File: src/common/armPkg.sv
package armPkg;

  // Register number, R15 reads as PC+8
  typedef logic [3:0] regAddrT;

  localparam regAddrT PcReg = 4'd15;

  // Data-processing opcodes of the subset, encoded as in instr[24:21]
  typedef enum logic [3:0] {
    AluAnd = 4'b0000,
    AluEor = 4'b0001,
    AluSub = 4'b0010,
    AluRsb = 4'b0011,
    AluAdd = 4'b0100,
    AluOrr = 4'b1100,
    AluMov = 4'b1101,
    AluBic = 4'b1110
  } aluOpT;

  // Shift type, encoded as in instr[6:5]
  typedef enum logic [1:0] {
    ShLsl = 2'b00,
    ShLsr = 2'b01,
    ShAsr = 2'b10,
    ShRor = 2'b11
  } shiftT;

  // Per-instruction control word, all zero is a bubble
  typedef struct packed {
    logic  regWrite;
    logic  memWrite;
    logic  memToReg;
    logic  byteAccess;
    logic  immOperand;  // Rotated 8-bit immediate as operand 2
    logic  memOffset;   // Result is base +/- 12-bit offset
    logic  offsetUp;
    logic  branch;
    aluOpT aluOp;
  } ctrlT;

  // ========================================
  // Stage payloads
  // ========================================
  typedef struct packed {
    ctrlT        ctrl;
    logic [31:0] rd1;
    logic [31:0] rd2;
    logic [31:0] imm;       // Raw 12-bit field or shifted branch offset
    regAddrT     ra1;
    regAddrT     ra2;
    regAddrT     wa;
    shiftT       shiftType;
    logic [4:0]  shiftAmt;
    logic [31:0] pcPlus8;
  } execStageT;

  typedef struct packed {
    ctrlT        ctrl;
    logic [31:0] aluOut;
    logic [31:0] writeData;
    regAddrT     wa;
  } memStageT;

  typedef struct packed {
    ctrlT        ctrl;
    logic [31:0] aluOut;
    logic [31:0] readData;
    regAddrT     wa;
  } wbStageT;

endpackage
File: src/design/armPipeTop.sv
`timescale 1ns/1ps

module armPipeTop #(
  parameter logic [31:0] ResetPc = 32'h0000_0000
) (
  input  logic        clk,
  input  logic        rstN,
  output logic [31:0] instrAddr,
  input  logic [31:0] instr,
  output logic [31:0] dataAddr,
  output logic [31:0] writeData,
  output logic [3:0]  byteEnable,
  output logic        memWrite,
  input  logic [31:0] readData
);

  logic [31:0]     instrD;
  armPkg::ctrlT    ctrlD;
  armPkg::regAddrT ra1D, ra2D, waD;
  armPkg::regAddrT ra1E, ra2E, waE, waM, waW;
  logic            regWriteM, regWriteW, memToRegE, branchTakenE;
  logic [1:0]      forwardA, forwardB;
  logic            stallF, stallD, flushD, flushE;

  // Control word and register numbers for the decode stage
  decoder dec (
    .instrD(instrD), .ctrlD(ctrlD), .ra1D(ra1D), .ra2D(ra2D), .waD(waD)
  );

  // Bypass, load-use stall and branch squash
  hazardUnit hzd (
    .ra1D(ra1D), .ra2D(ra2D), .ra1E(ra1E), .ra2E(ra2E), .waE(waE), .waM(waM), .waW(waW),
    .regWriteM(regWriteM), .regWriteW(regWriteW), .memToRegE(memToRegE),
    .branchTakenE(branchTakenE), .forwardA(forwardA), .forwardB(forwardB),
    .stallF(stallF), .stallD(stallD), .flushD(flushD), .flushE(flushE)
  );

  datapath #(.ResetPc(ResetPc)) dp (
    .clk(clk), .rstN(rstN), .instrAddr(instrAddr), .instr(instr), .instrD(instrD),
    .ctrlD(ctrlD), .ra1D(ra1D), .ra2D(ra2D), .waD(waD),
    .forwardA(forwardA), .forwardB(forwardB),
    .stallF(stallF), .stallD(stallD), .flushD(flushD), .flushE(flushE),
    .ra1E(ra1E), .ra2E(ra2E), .waE(waE), .waM(waM), .waW(waW),
    .regWriteM(regWriteM), .regWriteW(regWriteW), .memToRegE(memToRegE),
    .branchTakenE(branchTakenE), .dataAddr(dataAddr), .writeData(writeData),
    .byteEnable(byteEnable), .memWrite(memWrite), .readData(readData)
  );

endmodule

File: src/design/hazardUnit.sv
`timescale 1ns/1ps

module hazardUnit (
  input  armPkg::regAddrT       ra1D,
  input  armPkg::regAddrT       ra2D,
  input  armPkg::regAddrT       ra1E,
  input  armPkg::regAddrT       ra2E,
  input  armPkg::regAddrT       waE,
  input  armPkg::regAddrT       waM,
  input  armPkg::regAddrT       waW,
  input  logic                  regWriteM,
  input  logic                  regWriteW,
  input  logic                  memToRegE,
  input  logic                  branchTakenE,
  output logic            [1:0] forwardA,
  output logic            [1:0] forwardB,
  output logic                  stallF,
  output logic                  stallD,
  output logic                  flushD,
  output logic                  flushE
);
  import armPkg::*;

  logic loadUse;

  // Forward select
  // 2'b10 memory ALU result, 2'b01 writeback result, else register file
  // Memory stage is younger so it wins, R15 always comes from the register file
  assign forwardA = (regWriteM && waM == ra1E && ra1E != PcReg) ? 2'b10 :
                    (regWriteW && waW == ra1E && ra1E != PcReg) ? 2'b01 : 2'b00;
  assign forwardB = (regWriteM && waM == ra2E && ra2E != PcReg) ? 2'b10 :
                    (regWriteW && waW == ra2E && ra2E != PcReg) ? 2'b01 : 2'b00;

  // Load in execute feeding the instruction in decode
  assign loadUse = memToRegE && (waE == ra1D || waE == ra2D);

  assign stallF = loadUse;
  assign stallD = loadUse;

  // Taken branch squashes decode and execute
  assign flushD = branchTakenE;
  assign flushE = branchTakenE || loadUse;

endmodule

File: src/design/decoder.sv
`timescale 1ns/1ps

module decoder (
  input  logic            [31:0] instrD,
  output armPkg::ctrlT           ctrlD,
  output armPkg::regAddrT        ra1D,
  output armPkg::regAddrT        ra2D,
  output armPkg::regAddrT        waD
);
  import armPkg::*;

  logic dpOpOk;

  // Opcodes outside the subset decode as no-ops
  always_comb begin
    case (instrD[24:21])
      AluAnd, AluEor, AluSub, AluRsb,
      AluAdd, AluOrr, AluMov, AluBic: dpOpOk = 1'b1;
      default:                        dpOpOk = 1'b0;
    endcase
  end

  always_comb begin
    // Default field positions, Rn / Rm / Rd
    ctrlD = '0;
    ra1D  = regAddrT'(instrD[19:16]);
    ra2D  = regAddrT'(instrD[3:0]);
    waD   = regAddrT'(instrD[15:12]);
    case (instrD[27:25])
      // Data processing
      // bit4 set with a register operand is a register shift, MUL or halfword
      3'b000, 3'b001: begin
        if (dpOpOk && !(!instrD[25] && instrD[4])) begin
          ctrlD.regWrite   = 1'b1;
          ctrlD.immOperand = instrD[25];
          ctrlD.aluOp      = aluOpT'(instrD[24:21]);
        end
      end
      // Single data transfer, immediate offset
      // Only P=1, W=0 is handled
      3'b010: begin
        if (instrD[24] && !instrD[21]) begin
          ctrlD.memOffset  = 1'b1;
          ctrlD.offsetUp   = instrD[23];
          ctrlD.byteAccess = instrD[22];
          ctrlD.aluOp      = AluAdd;
          if (instrD[20]) begin
            ctrlD.regWrite = 1'b1;
            ctrlD.memToReg = 1'b1;
          end else begin
            // Store data comes from Rd on the second read port
            ctrlD.memWrite = 1'b1;
            ra2D           = regAddrT'(instrD[15:12]);
          end
        end
      end
      // B without link
      3'b101: begin
        ctrlD.branch = !instrD[24];
      end
      default: begin
        ctrlD = '0;
      end
    endcase
  end

endmodule

File: src/datapath/datapath.sv
`timescale 1ns/1ps

module datapath #(
  parameter logic [31:0] ResetPc = 32'h0000_0000
) (
  input  logic                   clk,
  input  logic                   rstN,
  output logic            [31:0] instrAddr,
  input  logic            [31:0] instr,
  output logic            [31:0] instrD,
  input  armPkg::ctrlT           ctrlD,
  input  armPkg::regAddrT        ra1D,
  input  armPkg::regAddrT        ra2D,
  input  armPkg::regAddrT        waD,
  input  logic            [1:0]  forwardA,
  input  logic            [1:0]  forwardB,
  input  logic                   stallF,
  input  logic                   stallD,
  input  logic                   flushD,
  input  logic                   flushE,
  output armPkg::regAddrT        ra1E,
  output armPkg::regAddrT        ra2E,
  output armPkg::regAddrT        waE,
  output armPkg::regAddrT        waM,
  output armPkg::regAddrT        waW,
  output logic                   regWriteM,
  output logic                   regWriteW,
  output logic                   memToRegE,
  output logic                   branchTakenE,
  output logic            [31:0] dataAddr,
  output logic            [31:0] writeData,
  output logic            [3:0]  byteEnable,
  output logic                   memWrite,
  input  logic            [31:0] readData
);
  import armPkg::*;

  logic [31:0] pcF, pcPlus4F, pcNextF;
  logic [31:0] rd1D, rd2D, immD;
  execStageT   execD, execE;
  memStageT    memE, memM;
  wbStageT     wbM, wbW;
  logic [31:0] srcAE, srcBRegE, shiftInE, shiftOutE;
  logic [31:0] aluResultE, addrE, targetE;
  logic [31:0] loadDataM;
  logic [31:0] resultW;

  function automatic logic [31:0] fwdMux(input logic [1:0] sel, input logic [31:0] regVal,
                                         input logic [31:0] wbVal, input logic [31:0] memVal);
    case (sel)
      2'b01:   return wbVal;
      2'b10:   return memVal;
      default: return regVal;
    endcase
  endfunction

  // ========================================
  // Fetch
  // ========================================
  assign pcPlus4F = pcF + 32'd4;
  assign pcNextF  = branchTakenE ? targetE : pcPlus4F;

  always_ff @(posedge clk) begin
    if (!rstN) begin
      pcF <= ResetPc;
    end else if (!stallF) begin
      pcF <= pcNextF;
    end
  end

  assign instrAddr = pcF;

  // A cleared word is AND R0,R0,R0 which changes nothing
  pipeReg #(.payloadT(logic [31:0])) decodeReg (
    .clk(clk), .rstN(rstN), .en(!stallD), .clr(flushD), .d(instr), .q(instrD)
  );

  // ========================================
  // Decode
  // ========================================
  // Fetch PC is one word past decode, so PC+4 of fetch is PC+8 of decode
  regFile rf (
    .clk(clk), .we(wbW.ctrl.regWrite), .ra1(ra1D), .ra2(ra2D), .wa(wbW.wa),
    .wd(resultW), .pcPlus8(pcPlus4F), .rd1(rd1D), .rd2(rd2D)
  );

  // Branch offset is word scaled and sign extended
  assign immD = ctrlD.branch ? {{6{instrD[23]}}, instrD[23:0], 2'b00} : {20'd0, instrD[11:0]};

  always_comb begin
    execD.ctrl      = ctrlD;
    execD.rd1       = rd1D;
    execD.rd2       = rd2D;
    execD.imm       = immD;
    execD.ra1       = ra1D;
    execD.ra2       = ra2D;
    execD.wa        = waD;
    execD.shiftType = shiftT'(instrD[6:5]);
    execD.shiftAmt  = instrD[11:7];
    execD.pcPlus8   = pcPlus4F;
  end

  pipeReg #(.payloadT(execStageT)) execReg (
    .clk(clk), .rstN(rstN), .en(1'b1), .clr(flushE), .d(execD), .q(execE)
  );

  // ========================================
  // Execute
  // ========================================
  assign ra1E         = execE.ra1;
  assign ra2E         = execE.ra2;
  assign waE          = execE.wa;
  assign memToRegE    = execE.ctrl.memToReg;
  assign branchTakenE = execE.ctrl.branch;

  // Bypass from memory ALU result or writeback result
  assign srcAE    = fwdMux(forwardA, execE.rd1, resultW, memM.aluOut);
  assign srcBRegE = fwdMux(forwardB, execE.rd2, resultW, memM.aluOut);

  // Operand 2, immediate form rotates the raw 12-bit field
  assign shiftInE = execE.ctrl.immOperand ? execE.imm : srcBRegE;

  barrelShifter shifter (
    .value(shiftInE), .shiftType(execE.shiftType), .amount(execE.shiftAmt),
    .immForm(execE.ctrl.immOperand), .result(shiftOutE)
  );

  always_comb begin
    case (execE.ctrl.aluOp)
      AluAnd:  aluResultE = srcAE & shiftOutE;
      AluEor:  aluResultE = srcAE ^ shiftOutE;
      AluSub:  aluResultE = srcAE - shiftOutE;
      AluRsb:  aluResultE = shiftOutE - srcAE;
      AluAdd:  aluResultE = srcAE + shiftOutE;
      AluOrr:  aluResultE = srcAE | shiftOutE;
      AluMov:  aluResultE = shiftOutE;
      AluBic:  aluResultE = srcAE & ~shiftOutE;
      default: aluResultE = 32'd0;
    endcase
  end

  // Pre-indexed address, no writeback
  assign addrE   = execE.ctrl.offsetUp ? srcAE + execE.imm : srcAE - execE.imm;
  assign targetE = execE.pcPlus8 + execE.imm;

  always_comb begin
    memE.ctrl      = execE.ctrl;
    memE.aluOut    = execE.ctrl.memOffset ? addrE : aluResultE;
    memE.writeData = srcBRegE;
    memE.wa        = execE.wa;
  end

  pipeReg #(.payloadT(memStageT)) memReg (
    .clk(clk), .rstN(rstN), .en(1'b1), .clr(1'b0), .d(memE), .q(memM)
  );

  // ========================================
  // Memory
  // ========================================
  assign waM       = memM.wa;
  assign regWriteM = memM.ctrl.regWrite;
  assign memWrite  = memM.ctrl.memWrite;
  assign dataAddr  = {memM.aluOut[31:2], 2'b00};

  memFormat fmt (
    .byteAccess(memM.ctrl.byteAccess), .addrLow(memM.aluOut[1:0]),
    .storeData(memM.writeData), .rawRead(readData), .laneData(writeData),
    .byteEnable(byteEnable), .loadData(loadDataM)
  );

  always_comb begin
    wbM.ctrl     = memM.ctrl;
    wbM.aluOut   = memM.aluOut;
    wbM.readData = loadDataM;
    wbM.wa       = memM.wa;
  end

  pipeReg #(.payloadT(wbStageT)) wbReg (
    .clk(clk), .rstN(rstN), .en(1'b1), .clr(1'b0), .d(wbM), .q(wbW)
  );

  // ========================================
  // Writeback
  // ========================================
  assign waW       = wbW.wa;
  assign regWriteW = wbW.ctrl.regWrite;
  assign resultW   = wbW.ctrl.memToReg ? wbW.readData : wbW.aluOut;

endmodule

File: src/datapath/memFormat.sv
`timescale 1ns/1ps

module memFormat (
  input  logic        byteAccess,
  input  logic [1:0]  addrLow,
  input  logic [31:0] storeData,
  input  logic [31:0] rawRead,
  output logic [31:0] laneData,
  output logic [3:0]  byteEnable,
  output logic [31:0] loadData
);

  logic [7:0] loadByte;

  // ========================================
  // Store side
  // ========================================
  // Byte stores put the low byte on every lane
  assign laneData = byteAccess ? {4{storeData[7:0]}} : storeData;

  // One-hot lane for bytes, full word otherwise
  assign byteEnable = byteAccess ? (4'b0001 << addrLow) : 4'b1111;

  // ========================================
  // Load side
  // ========================================
  // Lane 0 is the lowest address, little endian
  always_comb begin
    case (addrLow)
      2'd0:    loadByte = rawRead[7:0];
      2'd1:    loadByte = rawRead[15:8];
      2'd2:    loadByte = rawRead[23:16];
      default: loadByte = rawRead[31:24];
    endcase
  end

  // LDRB zero-extends
  assign loadData = byteAccess ? {24'd0, loadByte} : rawRead;

endmodule

File: src/datapath/barrelShifter.sv
`timescale 1ns/1ps

module barrelShifter (
  input  logic          [31:0] value,
  input  armPkg::shiftT        shiftType,
  input  logic          [4:0]  amount,
  input  logic                 immForm,
  output logic          [31:0] result
);
  import armPkg::*;

  logic [63:0] immPair;
  logic [63:0] regPair;
  logic [4:0]  immRot;

  // Rotate right done as a right shift of the doubled word
  assign immRot  = {value[11:8], 1'b0};
  assign immPair = {24'd0, value[7:0], 24'd0, value[7:0]} >> immRot;
  assign regPair = {value, value} >> amount;

  always_comb begin
    if (immForm) begin
      // Rotated 8-bit immediate
      result = immPair[31:0];
    end else begin
      case (shiftType)
        ShLsl: result = value << amount;
        // #0 encodes a shift by 32
        ShLsr: result = (amount == 5'd0) ? 32'd0 : value >> amount;
        ShAsr: result = (amount == 5'd0) ? {32{value[31]}} :
                                           32'($signed(value) >>> amount);
        // RRX not supported, #0 passes through
        ShRor: result = regPair[31:0];
        default: result = value;
      endcase
    end
  end

endmodule

File: src/datapath/regFile.sv
`timescale 1ns/1ps

module regFile (
  input  logic                   clk,
  input  logic                   we,
  input  armPkg::regAddrT        ra1,
  input  armPkg::regAddrT        ra2,
  input  armPkg::regAddrT        wa,
  input  logic            [31:0] wd,
  input  logic            [31:0] pcPlus8,
  output logic            [31:0] rd1,
  output logic            [31:0] rd2
);
  import armPkg::*;

  // R0 to R14 only
  logic [31:0] regs [0:14];

  // PC writes are out of scope, R15 writes dropped
  always_ff @(posedge clk) begin
    if (we && wa != PcReg) begin
      regs[wa] <= wd;
    end
  end

  // Read port
  // R15 gives PC+8, same-cycle write passes straight through
  function automatic logic [31:0] readPort(input regAddrT ra);
    if (ra == PcReg) begin
      return pcPlus8;
    end else if (we && wa == ra) begin
      return wd;
    end
    return regs[ra];
  endfunction

  assign rd1 = readPort(ra1);
  assign rd2 = readPort(ra2);

endmodule

File: src/datapath/pipeReg.sv
`timescale 1ns/1ps

module pipeReg #(
  parameter type payloadT = logic [31:0]
) (
  input  logic    clk,
  input  logic    rstN,
  input  logic    en,
  input  logic    clr,
  input  payloadT d,
  output payloadT q
);

  // Clear beats enable, a cleared stage is a bubble
  always_ff @(posedge clk) begin
    if (!rstN || clr) begin
      q <= '0;
    end else if (en) begin
      q <= d;
    end
  end

endmodule

File: config.mk
export PLATFORM = sky130hd
export DESIGN_NAME = armPipeTop
export DESIGN_NICKNAME = d
export VERILOG_FILES = /design/src/common/armPkg.sv /design/src/design/armPipeTop.sv /design/src/design/hazardUnit.sv /design/src/design/decoder.sv /design/src/datapath/datapath.sv /design/src/datapath/memFormat.sv /design/src/datapath/barrelShifter.sv /design/src/datapath/regFile.sv /design/src/datapath/pipeReg.sv
export SDC_FILE = /design/constraint.sdc
export NUM_CORES = 2
export LEC_CHECK = 0
export BUFFER_PORTS_ARGS = -buffer_cell sky130_fd_sc_hd__buf_2
export CELL_PAD_IN_SITES_DETAIL_PLACEMENT = 1
export CELL_PAD_IN_SITES_GLOBAL_PLACEMENT = 1
export CORE_ASPECT_RATIO = 1.5
export CORE_MARGIN = 2
export CORE_UTILIZATION = 34
export DETAILED_ROUTE_END_ITERATION = 8
export MAX_ROUTING_LAYER = met4
export PLACE_DENSITY = 0.59
export REMOVE_ABC_BUFFERS = 1
export SLEW_MARGIN = 20
export SYNTH_ARGS = -nofsm -noshare
export SYNTH_HDL_FRONTEND = slang
export SYNTH_HIERARCHICAL = 1
export SYNTH_SLANG_ARGS = --single-unit
export TNS_END_PERCENT = 20
File: constraint.sdc
create_clock -name clk -period 10.92 [get_ports clk]
set_input_delay 2.184 -clock clk [delete_from_list [all_inputs] [get_ports clk]]
set_output_delay 2.184 -clock clk [all_outputs]
set_load 0.005 [all_outputs]
==> reports/qor.tcl <==
set qor(ctsHoldBuffers) 0
set qor(finalHoldWorstSlack_ns) 0.5205
set qor(critical_path.max_fanout) 29
set qor(fill_cell_instance_count_of_the_final_layout) 19030
set qor(relSlewSlack_pct) 18.57
set qor(timing.setup.critical_path_class) {register to register}
set qor(placement_rows) 185
set qor(p_per_area_nw_per_um2) 137.8
set qor(setup_tns_ns) 0
set qor(finalInstanceArea_um2) 63730
set qor(post-cts-setup-buffer-count) 0
set qor(route.detailed.wl_per_inst_um) 33.44
set qor(setup_viol_count_final) 0
set qor(setup_repair_after_global_routing_missed_its_margin) {false}
set qor(worstMarginPinSlew_ns) 1.202
set qor(period_minus_slack_ns) 10.12
set qor(syn-cell-area_um2) 58060
set qor(drive_gt1_share_pct) 17.37
set qor(layout_commonest_cell) {nor2_1}
set qor(grt_overflow) 0
set qor(synth-warning-count) 6
set qor(groute.layer.met3.usage_pct) 4.847
set qor(start_kind) {register}
set qor(clkLatencyLatePin_ns) 0.69
set qor(critPathBufInv) 8
set qor(antenna_violating_nets_post_route) 0
set qor(status) {finished, final reports clean}
set qor(dp_hpwl_mm) 200.6
set qor(routabilityCongestion) 1.060
set qor(x_dimension_of_the_die_um) 341.4
set qor(crit_share_post_route_pct) 92.71
set qor(path_delay_family) {compound AO/OA/AOI/OAI gates}
set qor(dpl-instance-area_um2) 60890
set qor(final-hold-violation-count) 0
set qor(final_max_slew_viol_count) 0
set qor(antenna_violations_before_repair) 14
set qor(aggregate_routed_wire_length_mm) 271.0
set qor(max_clock_freq_ghz) 0.09877
set qor(cts_resized) 0
set qor(port-buffer-count) 160
set qor(num-nets-final) 6013
set qor(dr.pass1.iters) 6
set qor(worst_path_most_repeated_cell) {buf_4}
set qor(clkSlewWorstSetupHoldPaths_ns) 0.07
set qor(num_io_pins) 167
set qor(grt_util_all_layers_pct) 31.35
set qor(cts_tree) {done}
set qor(netlist_instances) 5791
set qor(dieHeight_um) 510.1
set qor(die-area_um2) 174100
set qor(route.detailed.vias_per_inst) 6.123
set qor(drt_iter0_drc) 3936
set qor(cap_viol_max_count) 0
set qor(avgSynthCellArea_um2) 10.03
set qor(vdd.ir_drop.worst_mv) 0.1154
set qor(static-leakage-power_nw) 24.40
set qor(ctsRootBufferMaster) {clkbuf_16}
set qor(busiest_layer) {met2}
set qor(core_um2) 169400
set qor(via_count) 49620
set qor(multi_input_comb_area_um2) 33320
set qor(use_met1_pct) 33.15
set qor(critPathArrivalTime_ns) 10.64
set qor(reg2reg_setup_slack_ns) 0.80
set qor(delay_of_the_slowest_cell_on_the_worst_path_ns) 0.67
set qor(layout-area-overhead-vs-synth_pct) 9.782
set qor(final_core_utilization_pct) 37.62
set qor(worst_hold_path_type) {register to register}
set qor(most-common-layout-cells) {nor2_1 (595), mux2i_1 (526), edfxtp_1 (480)}
set qor(crit_required_ns) 11.44
set qor(htree_levels) 3
set qor(grt_use_met2_pct) 52.79
set qor(first_global_vias) 51090
set qor(wire_length_of_the_first_global_routing_pass_mm) 380.3
set qor(tritoncts_num_sinks) 841
set qor(grt_start_max_net_pins) 160
set qor(tritoncts.num_buffers) 83
set qor(worst_clock_skew_ns) 0.02969
set qor(clock_tree.buffer_depth) 3
set qor(initial_utilization_pct) 34.26
set qor(drcViolationCount) 0
set qor(crit_path_top_delay_cell) {ha_2}
set qor(area.sequential_um2) 21670
set qor(end_kind) {register}
==> report_power, final <==
part	switching [mW]	internal (mW)	leakage, nW
clock network	1.34	1.68	1.32
registers	0.0647	3.35	8.20
logic	1.51	0.842	14.9
total	2.91	5.88	24.4
==> layer usage <==
layer / routed length (µm) / up-vias / share of wire, %
met4: 23240 / 0 / 8.6
met2: 133700 / 1735 / 49
met5: 0 / - / 0
met3: 14620 / 717 / 5.4
met1: 99430 / 25490 / 37
li1: - / 21680 / -
==> flip-flops by register name, indices dropped and copies added (netlist names) <==
| signal | count |
|---|---|
| dp/execReg/q | 159 |
| dp/rf/regs | 480 |
| dp/memReg/q | 72 |
| dp/instrAddr | 32 |
| dp/wbReg/q | 70 |
| dp/decodeReg/q | 28 |
==> stage by stage <==
| stage | worst slack [ns] | std cells | power [mW] |
|---|---|---|---|
| global route | 0.3786 | 8102 | 9.099 |
| detailed placement | 1.011 | 7935 | 5.758 |
| global placement | 1.049 | 7935 | 5.741 |
| finish | 0.7957 | 8105 | 8.783 |
| CTS | 0.9300 | 8088 | 8.787 |
| floorplan | 0.8695 | 5327 | 4.918 |
==> layout make-up <==
type / instances / area share [%]
clock inverter: 54 / 0.9580
tap: 2244 / 4.405
multi-input combinational: 4302 / 52.28
clock buffer: 99 / 3.416
antenna: 13 / 0.05104
sequential: 841 / 34.00
inverter: 184 / 1.084
timing repair buffer: 368 / 3.801
==> path summary, 6_finish.rpt <==
kind / startpoint / end / cells after the start
worst max-delay path: dp/execReg/q[44] / dp/memReg/q[62] / 38
worst min register to register: dp/execReg/q[157] / dp/memReg/q[78] / 2
worst min-delay path: dp/execReg/q[157] / dp/memReg/q[78] / 2
worst max register to register: dp/execReg/q[44] / dp/memReg/q[62] / 38
==> tightest hold or removal path, stage by stage, from the launching register on <==
cell     delay [ns]
dfxtp_1        0.33
mux2i_1        0.07
nor2_1         0.08
Power figures use the tool's default switching activity.
